**src/common/core_macros.svh**
```systemverilog
`ifndef CORE_MACROS_SVH
`define CORE_MACROS_SVH

// exception vector layout.
`define EXC_CAUSE_WIDTH 6
`define EXC_SLOTS 6
`define EXC_SLOT_ID 3

// 2RI14 opcodes in bits 31:24.
`define LLW_OPCODE 8'b0010_0000
`define SCW_OPCODE 8'b0010_0001
`define CSR_OPCODE 8'b0000_0100

// csr sub-opcodes carried in the rj field.
`define CSRRD_OPCODE 5'b00000
`define CSRWR_OPCODE 5'b00001

// 2RI12 opcodes in bits 31:22.
`define ADDIW_OPCODE 10'b00_0000_1010
`define LDW_OPCODE 10'b00_1010_0010
`define STW_OPCODE 10'b00_1010_0110

// 3R opcodes in bits 31:15.
`define ADDW_OPCODE 17'b0_0000_0000_0010_0000
`define SUBW_OPCODE 17'b0_0000_0000_0010_0010
`define AND_OPCODE 17'b0_0000_0000_0010_1001
`define OR_OPCODE 17'b0_0000_0000_0010_1010

// alu operations.
`define ALU_NOP 8'h00
`define ALU_ADD 8'h01
`define ALU_SUB 8'h02
`define ALU_AND 8'h03
`define ALU_OR 8'h04
`define ALU_LDW 8'h10
`define ALU_STW 8'h11
`define ALU_LLW 8'h12
`define ALU_SCW 8'h13
`define ALU_CSRRD 8'h20
`define ALU_CSRWR 8'h21
`define ALU_CSRXCHG 8'h22

// execution unit selects.
`define ALU_SEL_NOP 3'b000
`define ALU_SEL_ARITH 3'b001
`define ALU_SEL_LOGIC 3'b010
`define ALU_SEL_LOAD_STORE 3'b011
`define ALU_SEL_CSR 3'b100

`define CSR_LLBCTL 14'h060

// instruction not exist.
`define EXCEPTION_INE 6'h0d

`endif
```
**src/common/pipeline_pkg.sv**
```systemverilog
`include "core_macros.svh"

package pipeline_pkg;

    typedef logic [31:0] bus32_t;

    typedef logic [`EXC_CAUSE_WIDTH-1:0] exception_cause_t;

    // si14 doubles as the csr number for csr access.
    typedef struct packed {
        logic [7:0]  opcode;
        logic [13:0] si14;
        logic [4:0]  rj;
        logic [4:0]  rd;
    } ri14_fmt_t;

    typedef struct packed {
        logic [9:0]  opcode;
        logic [11:0] si12;
        logic [4:0]  rj;
        logic [4:0]  rd;
    } ri12_fmt_t;

    typedef struct packed {
        logic [16:0] opcode;
        logic [4:0]  rk;
        logic [4:0]  rj;
        logic [4:0]  rd;
    } r3_fmt_t;

    // one instruction word seen through each format.
    typedef union packed {
        ri14_fmt_t ri14;
        ri12_fmt_t ri12;
        r3_fmt_t   r3;
    } inst_word_t;

    typedef struct packed {
        bus32_t                                pc;
        logic                                  inst_valid;
        logic [7:0]                            aluop;
        logic [2:0]                            alusel;
        logic [1:0]                            reg_read_en;
        logic [1:0][4:0]                       reg_read_addr;
        logic                                  reg_write_en;
        logic [4:0]                            reg_write_addr;
        bus32_t                                imm;
        logic                                  csr_read_en;
        logic                                  csr_write_en;
        logic [13:0]                           csr_addr;
        logic                                  is_privilege;
        logic [`EXC_SLOTS-1:0]                 is_exception;
        exception_cause_t [`EXC_SLOTS-1:0]     exception_cause;
    } id_dispatch_t;

endpackage

```
**src/design/id_stage.sv**
```systemverilog
`include "core_macros.svh"

module id_stage
    import pipeline_pkg::*;
(
    input  logic                              clk,
    input  logic                              rst_n_i,
    input  logic                              valid_i,
    input  bus32_t                            pc_i,
    input  bus32_t                            inst_i,
    input  logic [`EXC_SLOTS-1:0]             is_exception_i,
    input  exception_cause_t [`EXC_SLOTS-1:0] exception_cause_i,
    input  logic                              stall_i,
    input  logic                              flush_i,
    output logic                              valid_o,
    output id_dispatch_t                      id_o
);

    inst_word_t   inst_word;
    id_dispatch_t id_2ri14;
    id_dispatch_t id_2ri12;
    id_dispatch_t id_3r;
    id_dispatch_t id_sel;

    assign inst_word = inst_i;

    decoder_2ri14 u_decoder_2ri14 (
        .pc_i              (pc_i),
        .inst_i            (inst_word),
        .is_exception_i    (is_exception_i),
        .exception_cause_i (exception_cause_i),
        .id_o              (id_2ri14)
    );

    decoder_2ri12 u_decoder_2ri12 (
        .pc_i              (pc_i),
        .inst_i            (inst_word),
        .is_exception_i    (is_exception_i),
        .exception_cause_i (exception_cause_i),
        .id_o              (id_2ri12)
    );

    decoder_3r u_decoder_3r (
        .pc_i              (pc_i),
        .inst_i            (inst_word),
        .is_exception_i    (is_exception_i),
        .exception_cause_i (exception_cause_i),
        .id_o              (id_3r)
    );

    // opcodes are disjoint and the 2ri14 record carries INE when nobody claims.
    always_comb begin
        if (id_2ri12.inst_valid) begin
            id_sel = id_2ri12;
        end else if (id_3r.inst_valid) begin
            id_sel = id_3r;
        end else begin
            id_sel = id_2ri14;
        end
    end

    always_ff @(posedge clk or negedge rst_n_i) begin
        if (!rst_n_i) begin
            valid_o <= 1'b0;
            id_o    <= '0;
        end else if (flush_i) begin
            // flush wins over stall and empties the whole slot.
            valid_o <= 1'b0;
            id_o    <= '0;
        end else if (!stall_i) begin
            valid_o <= valid_i;
            id_o    <= id_sel;
        end
    end

endmodule

```
**src/design/decoder/decoder_3r.sv**
```systemverilog
`include "core_macros.svh"

module decoder_3r
    import pipeline_pkg::*;
(
    input  bus32_t                            pc_i,
    input  inst_word_t                        inst_i,
    input  logic [`EXC_SLOTS-1:0]             is_exception_i,
    input  exception_cause_t [`EXC_SLOTS-1:0] exception_cause_i,
    output id_dispatch_t                      id_o
);

    logic inst_valid;

    always_comb begin
        id_o                  = '0;
        id_o.pc               = pc_i;
        id_o.aluop            = `ALU_NOP;
        id_o.alusel           = `ALU_SEL_NOP;
        id_o.reg_read_addr[0] = inst_i.r3.rj;
        id_o.reg_read_addr[1] = inst_i.r3.rk;
        id_o.is_exception     = is_exception_i;
        id_o.exception_cause  = exception_cause_i;
        inst_valid            = 1'b1;

        case (inst_i.r3.opcode)
            `ADDW_OPCODE: begin
                id_o.aluop  = `ALU_ADD;
                id_o.alusel = `ALU_SEL_ARITH;
            end
            `SUBW_OPCODE: begin
                id_o.aluop  = `ALU_SUB;
                id_o.alusel = `ALU_SEL_ARITH;
            end
            `AND_OPCODE: begin
                id_o.aluop  = `ALU_AND;
                id_o.alusel = `ALU_SEL_LOGIC;
            end
            `OR_OPCODE: begin
                id_o.aluop  = `ALU_OR;
                id_o.alusel = `ALU_SEL_LOGIC;
            end
            default: begin
                inst_valid = 1'b0;
            end
        endcase

        // two sources, one destination.
        id_o.reg_read_en    = {2{inst_valid}};
        id_o.reg_write_en   = inst_valid;
        id_o.reg_write_addr = inst_valid ? inst_i.r3.rd : 5'b0;

        id_o.inst_valid                    = inst_valid;
        id_o.is_exception[`EXC_SLOT_ID]    = ~inst_valid;
        id_o.exception_cause[`EXC_SLOT_ID] = `EXCEPTION_INE;
    end

endmodule

```
**src/design/decoder/decoder_2ri12.sv**
```systemverilog
`include "core_macros.svh"

module decoder_2ri12
    import pipeline_pkg::*;
(
    input  bus32_t                            pc_i,
    input  inst_word_t                        inst_i,
    input  logic [`EXC_SLOTS-1:0]             is_exception_i,
    input  exception_cause_t [`EXC_SLOTS-1:0] exception_cause_i,
    output id_dispatch_t                      id_o
);

    logic [9:0]  opcode;
    logic [11:0] si12;
    logic [4:0]  rj;
    logic [4:0]  rd;
    logic        inst_valid;

    assign opcode = inst_i.ri12.opcode;
    assign si12   = inst_i.ri12.si12;
    assign rj     = inst_i.ri12.rj;
    assign rd     = inst_i.ri12.rd;

    always_comb begin
        id_o                  = '0;
        id_o.pc               = pc_i;
        id_o.aluop            = `ALU_NOP;
        id_o.alusel           = `ALU_SEL_NOP;
        id_o.reg_read_addr[0] = rj;
        id_o.is_exception     = is_exception_i;
        id_o.exception_cause  = exception_cause_i;
        inst_valid            = 1'b1;

        case (opcode)
            `ADDIW_OPCODE: begin
                id_o.aluop  = `ALU_ADD;
                id_o.alusel = `ALU_SEL_ARITH;
            end
            `LDW_OPCODE: begin
                id_o.aluop  = `ALU_LDW;
                id_o.alusel = `ALU_SEL_LOAD_STORE;
            end
            `STW_OPCODE: begin
                id_o.aluop  = `ALU_STW;
                id_o.alusel = `ALU_SEL_LOAD_STORE;
            end
            default: begin
                inst_valid = 1'b0;
            end
        endcase

        if (inst_valid) begin
            id_o.reg_read_en[0] = 1'b1;
            id_o.imm            = {{20{si12[11]}}, si12};
            // store data comes from rd and nothing is written back.
            if (opcode == `STW_OPCODE) begin
                id_o.reg_read_en[1]   = 1'b1;
                id_o.reg_read_addr[1] = rd;
            end else begin
                id_o.reg_write_en   = 1'b1;
                id_o.reg_write_addr = rd;
            end
        end

        id_o.inst_valid                    = inst_valid;
        id_o.is_exception[`EXC_SLOT_ID]    = ~inst_valid;
        id_o.exception_cause[`EXC_SLOT_ID] = `EXCEPTION_INE;
    end

endmodule

```
**src/design/decoder/decoder_2ri14.sv**
```systemverilog
`include "core_macros.svh"

module decoder_2ri14
    import pipeline_pkg::*;
(
    input  bus32_t                            pc_i,
    input  inst_word_t                        inst_i,
    input  logic [`EXC_SLOTS-1:0]             is_exception_i,
    input  exception_cause_t [`EXC_SLOTS-1:0] exception_cause_i,
    output id_dispatch_t                      id_o
);

    logic [7:0]  opcode;
    logic [13:0] si14;
    logic [4:0]  rj;
    logic [4:0]  rd;
    logic        inst_valid;

    assign opcode = inst_i.ri14.opcode;
    assign si14   = inst_i.ri14.si14;
    assign rj     = inst_i.ri14.rj;
    assign rd     = inst_i.ri14.rd;

    always_comb begin
        id_o                  = '0;
        id_o.pc               = pc_i;
        id_o.aluop            = `ALU_NOP;
        id_o.alusel           = `ALU_SEL_NOP;
        id_o.reg_read_addr[0] = rj;
        id_o.csr_addr         = si14;
        id_o.is_exception     = is_exception_i;
        id_o.exception_cause  = exception_cause_i;
        inst_valid            = 1'b0;

        case (opcode)
            `LLW_OPCODE: begin
                id_o.aluop          = `ALU_LLW;
                id_o.alusel         = `ALU_SEL_LOAD_STORE;
                id_o.reg_read_en[0] = 1'b1;
                id_o.reg_write_en   = 1'b1;
                id_o.reg_write_addr = rd;
                id_o.csr_read_en    = 1'b1;
                id_o.csr_addr       = `CSR_LLBCTL;
                // word offset.
                id_o.imm            = {{16{si14[13]}}, si14, 2'b00};
                inst_valid          = 1'b1;
            end
            `SCW_OPCODE: begin
                id_o.aluop            = `ALU_SCW;
                id_o.alusel           = `ALU_SEL_LOAD_STORE;
                id_o.reg_read_en      = 2'b11;
                id_o.reg_read_addr[1] = rd;
                id_o.reg_write_en     = 1'b1;
                id_o.reg_write_addr   = rd;
                id_o.csr_read_en      = 1'b1;
                id_o.csr_addr         = `CSR_LLBCTL;
                inst_valid            = 1'b1;
            end
            `CSR_OPCODE: begin
                id_o.is_privilege   = 1'b1;
                id_o.alusel         = `ALU_SEL_CSR;
                id_o.reg_write_en   = 1'b1;
                id_o.reg_write_addr = rd;
                id_o.csr_read_en    = 1'b1;
                inst_valid          = 1'b1;
                case (rj)
                    `CSRRD_OPCODE: begin
                        id_o.aluop = `ALU_CSRRD;
                    end
                    `CSRWR_OPCODE: begin
                        id_o.aluop            = `ALU_CSRWR;
                        id_o.reg_read_en[0]   = 1'b1;
                        id_o.reg_read_addr[0] = rd;
                        id_o.csr_write_en     = 1'b1;
                    end
                    default: begin
                        // for csrxchg rj holds the write mask.
                        id_o.aluop            = `ALU_CSRXCHG;
                        id_o.reg_read_en      = 2'b11;
                        id_o.reg_read_addr[0] = rd;
                        id_o.reg_read_addr[1] = rj;
                        id_o.csr_write_en     = 1'b1;
                    end
                endcase
            end
            default: begin
            end
        endcase

        id_o.inst_valid                         = inst_valid;
        id_o.is_exception[`EXC_SLOT_ID]         = ~inst_valid;
        id_o.exception_cause[`EXC_SLOT_ID]      = `EXCEPTION_INE;
    end

endmodule

```
**config.mk**
```make
export PLATFORM = sky130hd
export DESIGN_NAME = id_stage
export DESIGN_NICKNAME = d
export VERILOG_FILES = /design/src/common/pipeline_pkg.sv /design/src/design/id_stage.sv /design/src/design/decoder/decoder_3r.sv /design/src/design/decoder/decoder_2ri12.sv /design/src/design/decoder/decoder_2ri14.sv
export VERILOG_INCLUDE_DIRS = /design/src /design/src/common
export SDC_FILE = /design/constraint.sdc
export NUM_CORES = 1
export LEC_CHECK = 0
export BUFFER_PORTS_ARGS = -buffer_cell sky130_fd_sc_hd__buf_4
export CORE_UTILIZATION = 47
export CTS_CLUSTER_SIZE = 28
export DETAILED_ROUTE_END_ITERATION = 8
export GPL_ROUTABILITY_DRIVEN = 0
export PLACE_DENSITY = 0.78
export SYNTH_ARGS = -nofsm -noshare
export SYNTH_HDL_FRONTEND = slang
export SYNTH_SLANG_ARGS = --single-unit
export TNS_END_PERCENT = 30
```
**constraint.sdc**
```tcl
create_clock -name clk -period 1.5 [get_ports clk]
set_input_delay 0.225 -clock clk [delete_from_list [all_inputs] [get_ports clk]]
set_output_delay 0.225 -clock clk [all_outputs]
set_load 0.03 [all_outputs]
```
# == Word-level counts from Yosys, hierarchy flattened ==
# Index checks and enable logic that the tools add are counted.
# totals
reg_bits,154
inputBits,111
# classes
n_eq_ne,12
mux,29
bitwise,3
reduce_logical,6
# op_table
cell,count
153-bit 2-to-1 mux,2
121-bit 2-to-1 mux,2
17-bit by 6-bit == test with 1-bit output (second input constant),4
32-bit 2-to-1 mux,1
9-bit one-hot mux with 3 select lines,1
6-bit one-hot mux with 4 select lines,1
8-bit one-hot mux with 3 select lines,1
10-bit by 8-bit == test with 1-bit output (second input constant),2
5-bit 2-to-1 mux,4
8-bit by 6-bit == test with 1-bit output (second input constant),2
14-bit 2-to-1 mux,1
6-bit 2-to-1 mux,2
10-bit by 4-bit == test with 1-bit output (second input constant),1
1-bit 2-to-1 mux,10
5-bit one-hot mux with 2 select lines,1
8-bit by 3-bit == test with 1-bit output (second input constant),1
3-bit OR reduction,2
5-bit by 1-bit == test with 1-bit output (second input constant),1
5-bit logical NOT,1
1-bit one-hot mux with 2 select lines,2
2-bit one-hot mux with 2 select lines,1
2-bit OR reduction,2
4-bit OR reduction,1
1-bit NOT,3
2-bit by 1-bit != test with 1-bit output (second input constant),1

# == Depth between registers and ports, before layout ==
# Gate-level depths: netlist of the first run.
# depth
depth_word,8
mapped_depth,7
ltp_nobuf,5

# == Modules after synthesis ==
# Synthesis of the first run repeated with hierarchy kept, for this count alone.
# unflattened
cells_unflattened,1257
hier_area_um2,13275.2
# modules_own_cells
mod,n_inst,cells_each,area_per_inst_um2
id_stage,1,718,9233.9
decoder_2ri12,1,195,1495.2
decoder_3r,1,172,1280.0
decoder_2ri14,1,172,1266.2

# == Least setup slack after synthesis of the first run ==
# OpenSTA, ideal clock, no wires.
# synth_timing
path_type,input -> register
from,input port inst_i[24]
to,register id_o[70] (netlist bit)
arrival_time_ns,1.857
required_ns,1.389
slack_ns,-0.468
path_stages,6
cell_sequence,buf_6 or4b_4 a211oi_4 o2bb2ai_2 nor2_2 a2111oi_2
# synth_via
elab_chain_cells,7
# synth_rtl
element,line,source
"start, declared",id_stage.sv:10,"input bus32_t inst_i,"
17-bit by 6-bit == test with 1-bit output,decoder_3r.sv:26,case (inst_i.r3.opcode)
4-bit OR reduction (no line),n/a,
1-bit 2-to-1 mux,decoder_3r.sv:26,
121-bit 2-to-1 mux,id_stage.sv:55,end else if (id_3r.inst_valid) begin
121-bit 2-to-1 mux *,id_stage.sv:53,if (id_2ri12.inst_valid) begin
153-bit 2-to-1 mux *,id_stage.sv:70,end else if (!stall_i) begin
153-bit 2-to-1 mux *,id_stage.sv:66,end else if (flush_i) begin
"end signal, assigned",id_stage.sv:72,id_o <= id_sel;
"end, declared",id_stage.sv:16,output id_dispatch_t id_o
# Mark *: on every way between the ends. The rest lies on a longest branch, timed or not. The select of a mux whose other input is x is not followed.
# A chain may end at the register's enable or synchronous reset.

# == Worst setup path in the final report of the first run ==
# layout_timing
from,input port inst_i[30]
to,register id_o[71] (netlist bit)
# The elaborated chain is that of the path after synthesis.

==> results.sh, run 1 <==
export IMPL_outcome="complete, but fails checks"
export IMPL_violations="negative setup slack"
export IMPL_synth_area_top_cells="dfrtp_1 54%, mux2i_1 13%, nor2_1 5.6%, a22o_1 3.6%, buf_4 3.4%"
export IMPL_yosysWarnings=0
export IMPL_drc=0
export IMPL_cap_viol_max_count=0
export IMPL_syn2layout_area_growth_pct=51.24
export IMPL_crit_slowest_cell="or4_4"
export IMPL_antenna_found_initial=0
export IMPL_cts_tree="yes"
export IMPL_cpMostUsedCell="buf_6"
export IMPL_setup_slack_ns=-0.1481
export IMPL_pre_cts_slack_ns=-0.5725
export IMPL_place_hpwl_um=13040
export IMPL_crit_arrival_ns=1.94
export IMPL_port_buffers=251
export IMPL_grt_pass1_vias=5478
export IMPL_vias_per_cell=5.365
export IMPL_path_cells="buf_6 -> or4_4 -> buf_4 -> a211oi_4 -> buf_6 -> nor3_1 -> a2111oi_4"
export IMPL_slowest_delay_ns=0.57
export IMPL_setup_viol=20
export IMPL_seqPwrFrac_pct=40.5
export IMPL_fill_cells=880
export IMPL_leakagePower_nw=4.575
export IMPL_pwr_share_clk_pct=43.1
export IMPL_die_w_um=113.8
export IMPL_drive_above_1_share_pct=44.69
export IMPL_die_height_um=113.8
export IMPL_cp_required_ns=1.79
export IMPL_swShare_pct=26.94
export IMPL_power_density_nw_per_um2=1028
export IMPL_placed_area_um2=8153
export IMPL_period_share_pct=109.9
export IMPL_drtPass1Iterations=5
export IMPL_synth_area_leader_cell="dfrtp_1"
export IMPL_grt_max_degree=73
export IMPL_htreeDepth=4
export IMPL_synth_top_area_share_pct=54.48
export IMPL_cts_made_buffers=17
export IMPL_initial_utilization_pct=48.54
export IMPL_hold_class="input pin to flip-flop"
export IMPL_core_area_um2=12110
export IMPL_endpoint_kind="flip-flop"
export IMPL_n_antenna_cell=0
export IMPL_finalClockSkew_ns=0
export IMPL_final_core_util_pct=73.42
export IMPL_cp_start_kind="input pin"
export IMPL_root_buffer="clkbuf_16"
export IMPL_path_buf_inv=3
export IMPL_overflow=0
export IMPL_maxSlewHeadroom_pct=63.78
export IMPL_finalCriticalPeriod_ns=1.648
export IMPL_rsz0062_at_grt="true"
export IMPL_p_int_w=0.006680
export IMPL_grt_pass1_wl_um=28320
export IMPL_clk_latency_ns=0.41
export IMPL_final_antenna_net_count=0
export IMPL_fmax_mhz=606.8
export IMPL_io_pins=265
export IMPL_syn_area_um2=5879
export IMPL_final_hold_viol_count=0
export IMPL_synth_top_flop_cell="dfrtp_1"
export IMPL_synthArstFlopShare_pct=100.0
export IMPL_seq_area_frac_synth_pct=54.48
export IMPL_critical_path_top_delay_family="simple AND/OR/NAND/NOR gates"
export IMPL_setup_tns_ns=-0.6876
export IMPL_row_count=40
export IMPL_switchingPower_w=0.002463
export IMPL_cp_max_fo=12
export IMPL_numClockSinks=128
export IMPL_slew_violations=0
export IMPL_syn_inst=539
export IMPL_die_area_um2=12960
export IMPL_synth_cell_types=53
export IMPL_fin_area_um2=8892
export IMPL_dr_first_iter_drc_count=425
export IMPL_worst_pin_slew_ns=0.5392
export IMPL_routedWlPerCell_um=18.37
export IMPL_wirelength_um=18300
export IMPL_max_vdd_ir_drop_mv=0.7949
export IMPL_synth_ff_latch_count=128
export IMPL_synth_edff_count=0
export IMPL_combPwrFrac_pct=16.4
export IMPL_avgSynthCellArea_um2=10.91
export IMPL_vias=5344
export IMPL_clk_path_buf_depth=2
export IMPL_whs_ns=0.04698
export IMPL_nets=926
export IMPL_crit_type="input pin to flip-flop"
export IMPL_clk_pin_slew_ns=0.06
export IMPL_gr_usage_all_layers_pct=28.78
area by class of cell:
type                    count  area (um^2)  area share (%)
flip-flops and latches    128         3204           36.03
multi-input cells         346         2450           27.55
repair buffers            312         2421           27.23
clock buffers              23        488.0           5.488
well taps                 168        210.2           2.364
clock inverters             9        81.33          0.9146
inverters                  10        37.54          0.4221
power by group through the flow:
stage / clock network (W) / logic (W) / registers, W
floorplan: 0 / 0.000443 / 0.00403
global placement: 0 / 0.00144 / 0.00375
detailed placement: 0 / 0.00147 / 0.00375
CTS: 0.00401 / 0.00148 / 0.00370
global route: 0.00415 / 0.00160 / 0.00371
finish: 0.00394 / 0.00150 / 0.00370
cells in the mapped netlist (2+ instances only):
cell type    n
nand2b_1     3
xnor2_1      2
or4_1        2
or4_4        2
nor2_1      88
a22o_1      24
inv_1       10
buf_1       15
nor3_1      14
a2111oi_2    4
a221oi_1     5
or2_2        2
buf_2        2
a22oi_1      5
nand3_1      3
nand2_1     32
a32o_1       2
clkbuf_1    13
o21ai_0     20
nor2b_1      9
buf_4       27
a21oi_1     10
a2111oi_0    2
and2_1       2
nand3b_1     4
mux2i_1     77
dfrtp_1    128
nor4_1       3
buf_6        2
o31ai_1      3
a31oi_1      2
kinds of logic (layout without fill, tap and decap cells):
group                  Yosys count  count (layout)  share of synthesized area, %
AO/OA/AOI/OAI                   90              90                         12.00
XOR/XNOR                         2               2                        0.2980
buffers and inverters           70             354                         6.512
flip-flops                     128             128                         54.48
multiplexers                    77              77                         13.11
other                            1               6                       0.06378
AND/OR/NAND/NOR                171             171                         13.53
flip-flops by register name, summed over array words and instances, names as in the netlist:
signal   count
valid_o      1
id_o       127
path summary, 6_finish.rpt:
check | start | end | slack, ns | depth (start not counted)
min | exception_cause_i[7] | id_o[7] | 0.05 | 3
max | inst_i[30] | id_o[71] | -0.15 | 7
max in group asynchronous | rst_n_i | id_o[5] | 0.65 | 3
max reg2reg | id_o[112] | id_o[112] | 0.29 | 3
min reg2reg | id_o[96] | id_o[96] | 0.48 | 1
min in group asynchronous | rst_n_i | id_o[92] | 0.20 | 2
worst reg2reg max path, delay by kind of cell (launching register included):
family          cells  cell delay (ns)
flops               1             0.43
compound gates      3             0.65
timing repair:
action / in CTS / in global routing
endpoints found under the setup margin: 51 / 42
endpoints found under the hold margin: 78 / 0
setup buffers: 0 / 1
hold buffers: 1 / 0
gates resized for setup: 6 / 29
pin swaps: 0 / 3
metal layers:
metal	vias up	global-route usage (%)	part of all wire [%]
li1	2412	-	-
met1	2586	34.01	38
met2	296	48.46	50
met3	50	8.236	8.6
met4	0	13.77	3.2
met5	-	0	0
through the flow:
stage | cells | total power (W)
floorplan | 544 | 0.004476
global placement | 962 | 0.005184
detailed placement | 962 | 0.005222
CTS | 995 | 0.009190
global route | 996 | 0.009462
finish | 996 | 0.009142
layout by cell type (no fill, tap or decap), types with 7 or more instances in the layout:
cell type | netlist | final
buf_4 | 27 | 300
dfrtp_1 | 128 | 127
nor2_1 | 88 | 88
mux2i_1 | 77 | 77
nand2_1 | 32 | 32
a22o_1 | 24 | 24
clkbuf_16 | 0 | 17
nor3_1 | 14 | 13
o21ai_1 | 1 | 11
inv_1 | 10 | 10
o21ai_0 | 20 | 9
a21oi_1 | 10 | 8
nor2b_1 | 9 | 7
buf_6 | 2 | 7
(Power assumes the default switching activity.)
==> inputs of run 2 (changes only) <==
- CTS_BUF_LIST: not set -> sky130_fd_sc_hd__clkbuf_4 sky130_fd_sc_hd__clkbuf_8 sky130_fd_sc_hd__clkbuf_16
- HOLD_SLACK_MARGIN: not set -> 0.08
==> run 2 against run 1 <==
Compared with the run above: the run still ends with negative setup slack left; flip-flop and latch count did not move; count of clock-buffer cells in the layout is the same; sequential power is essentially flat; clock skew unchanged; sequential share of layout area fell by 2.4 points; largest cell class unchanged; largest power group unchanged; highest routed layer unchanged.
==> results.sh, run 2 (same netlist as run 1, synthesis figures left out) <==
export IMPL_cts_tree="yes"
export IMPL_top_regs="id_o (127), valid_o (1)"
export IMPL_dr_first_iter_drc_count=417
export IMPL_syn2layout_area_growth_pct=61.89
export IMPL_root_buffer="clkbuf_16"
export IMPL_gr_usage_all_layers_pct=32.21
export IMPL_die_area_um2=12960
export IMPL_cp_start_kind="input pin"
export IMPL_cp_max_fo=4
export IMPL_wirelength_um=20440
export IMPL_drive_above_1_share_pct=41.56
export IMPL_row_count=40
export IMPL_drtPass1Iterations=5
export IMPL_crit_arrival_ns=1.93
export IMPL_vias=5698
export IMPL_cts_made_buffers=17
export IMPL_clk_pin_slew_ns=0.06
export IMPL_clk_latency_ns=0.41
export IMPL_reg2reg_depth=3
export IMPL_place_hpwl_um=13040
export IMPL_antenna_found_initial=0
export IMPL_fill_cells=768
export IMPL_max_vdd_ir_drop_mv=0.6631
export IMPL_core_area_um2=12110
export IMPL_finalClockSkew_ns=0
export IMPL_vias_per_cell=5.360
export IMPL_min_path_cells=3
export IMPL_nets=993
export IMPL_critical_path_top_delay_family="simple AND/OR/NAND/NOR gates"
export IMPL_crit_slowest_cell="or4_4"
export IMPL_final_common_cell="buf_4"
export IMPL_hold_class="input pin to flip-flop"
export IMPL_outcome="complete, but fails checks"
export IMPL_slew_violations=0
export IMPL_layout_common_cells="299 x buf_4, 127 x dfrtp_1, 87 x nor2_1"
export IMPL_grt_max_degree=73
export IMPL_setup_slack_ns=-0.1280
export IMPL_crit_type="input pin to flip-flop"
export IMPL_top_register="id_o"
export IMPL_final_cells=1063
export IMPL_routedWlPerCell_um=19.23
export IMPL_dp_cells=962
export IMPL_path_cells="buf_6 -> or4_4 -> nor4_4 -> buf_4 -> a22o_1 -> a311oi_1 -> a2111oi_2"
export IMPL_port_buffers=251
export IMPL_grt_pass1_vias=5964
export IMPL_cap_viol_max_count=0
export IMPL_drc=0
export IMPL_clk_path_buf_depth=2
export IMPL_largest_register_ffs=127
export IMPL_power_density_nw_per_um2=985.7
export IMPL_leakagePower_nw=4.851
export IMPL_io_pins=265
export IMPL_rsz0062_at_grt="true"
export IMPL_maxSlewHeadroom_pct=67.05
export IMPL_final_hold_viol_count=0
export IMPL_worst_pin_slew_ns=0.4817
export IMPL_initial_utilization_pct=48.54
export IMPL_fmax_mhz=614.3
export IMPL_endpoint_kind="flip-flop"
export IMPL_violations="negative setup slack"
export IMPL_n_antenna_cell=0
export IMPL_cp_depth=7
export IMPL_setup_viol=29
export IMPL_final_antenna_net_count=0
export IMPL_grt_pass1_wl_um=31650
export IMPL_period_share_pct=108.5
export IMPL_die_height_um=113.8
export IMPL_cp_required_ns=1.80
export IMPL_overflow=0
export IMPL_finalCriticalPeriod_ns=1.628
export IMPL_slowest_delay_ns=0.57
export IMPL_path_buf_inv=2
export IMPL_htreeDepth=4
export IMPL_die_w_um=113.8
export IMPL_numClockSinks=128
export IMPL_setup_tns_ns=-1.099
[run 2: path summary, 6_finish.rpt]
kind                                  startpoint         to  slack [ns]
setup / recovery                      inst_i[30]  id_o[112]       -0.13
hold / removal             exception_cause_i[29]   id_o[29]        0.09
setup reg to reg                       id_o[112]  id_o[112]        0.30
min in group asynchronous                rst_n_i   id_o[99]        0.21
max in group asynchronous                rst_n_i  id_o[146]        0.63
hold reg to reg                         id_o[96]   id_o[96]        0.48
[run 2: where the power goes]
group | internal [W] | leakage (nW) | switching [W]
clock network | 0.00248 | 0.282 | 0.00153
registers | 0.00360 | 1.72 | 0.000105
logic | 0.000741 | 2.85 | 0.000924
total | 0.00683 | 4.85 | 0.00256
[run 2: per-stage QoR]
stage	instance area (um^2)	utilization (%)	setup slack (ns)	hold WS [ns]	power (W)
after global routing	9518	78.58	-0.1472	0.09404	0.009686
final	9518	78.58	-0.1280	0.09190	0.009382
after global placement	8153	67.31	-0.5101	0.07869	0.005184
after CTS	9422	77.79	-0.1134	0.08269	0.009366
after detailed placement	8153	67.31	-0.5725	0.08743	0.005222
after floorplan	5913	-	-0.4330	-0.07059	0.004476
[run 2: final cells by class]
| class | instances | area [um^2] | area share (%) |
|---|---|---|---|
| Sequential cell | 128 | 3204 | 33.67 |
| Timing Repair Buffer | 379 | 3095 | 32.52 |
| Multi-Input combinational cell | 346 | 2394 | 25.15 |
| Clock buffer | 23 | 495.5 | 5.206 |
| Tap cell | 168 | 210.2 | 2.208 |
| Clock inverter | 9 | 81.33 | 0.8545 |
| Inverter | 10 | 37.54 | 0.3944 |
[run 2: metal layers]
metal,global-route usage [%],vias to the layer above,part of all wire [%]
met2,54.31,314,51
met5,0,-,0
met1,38.50,2778,38
li1,-,2542,-
met4,16.88,0,3.8
met3,7.598,64,7.1
[run 2: what timing repair did]
item	in CTS	in global routing
hold endpoints to repair	196	0
resized for setup	5	26
buffers inserted	0	1
hold buffers	68	0
setup endpoints to repair	51	43
pin swaps	0	7
[run 2: worst reg2reg max path: stages (launching register included)]
cell and delay, ns:
dfrtp_1 0.42, a22o_1 0.23, a311oi_1 0.32, a2111oi_2 0.09
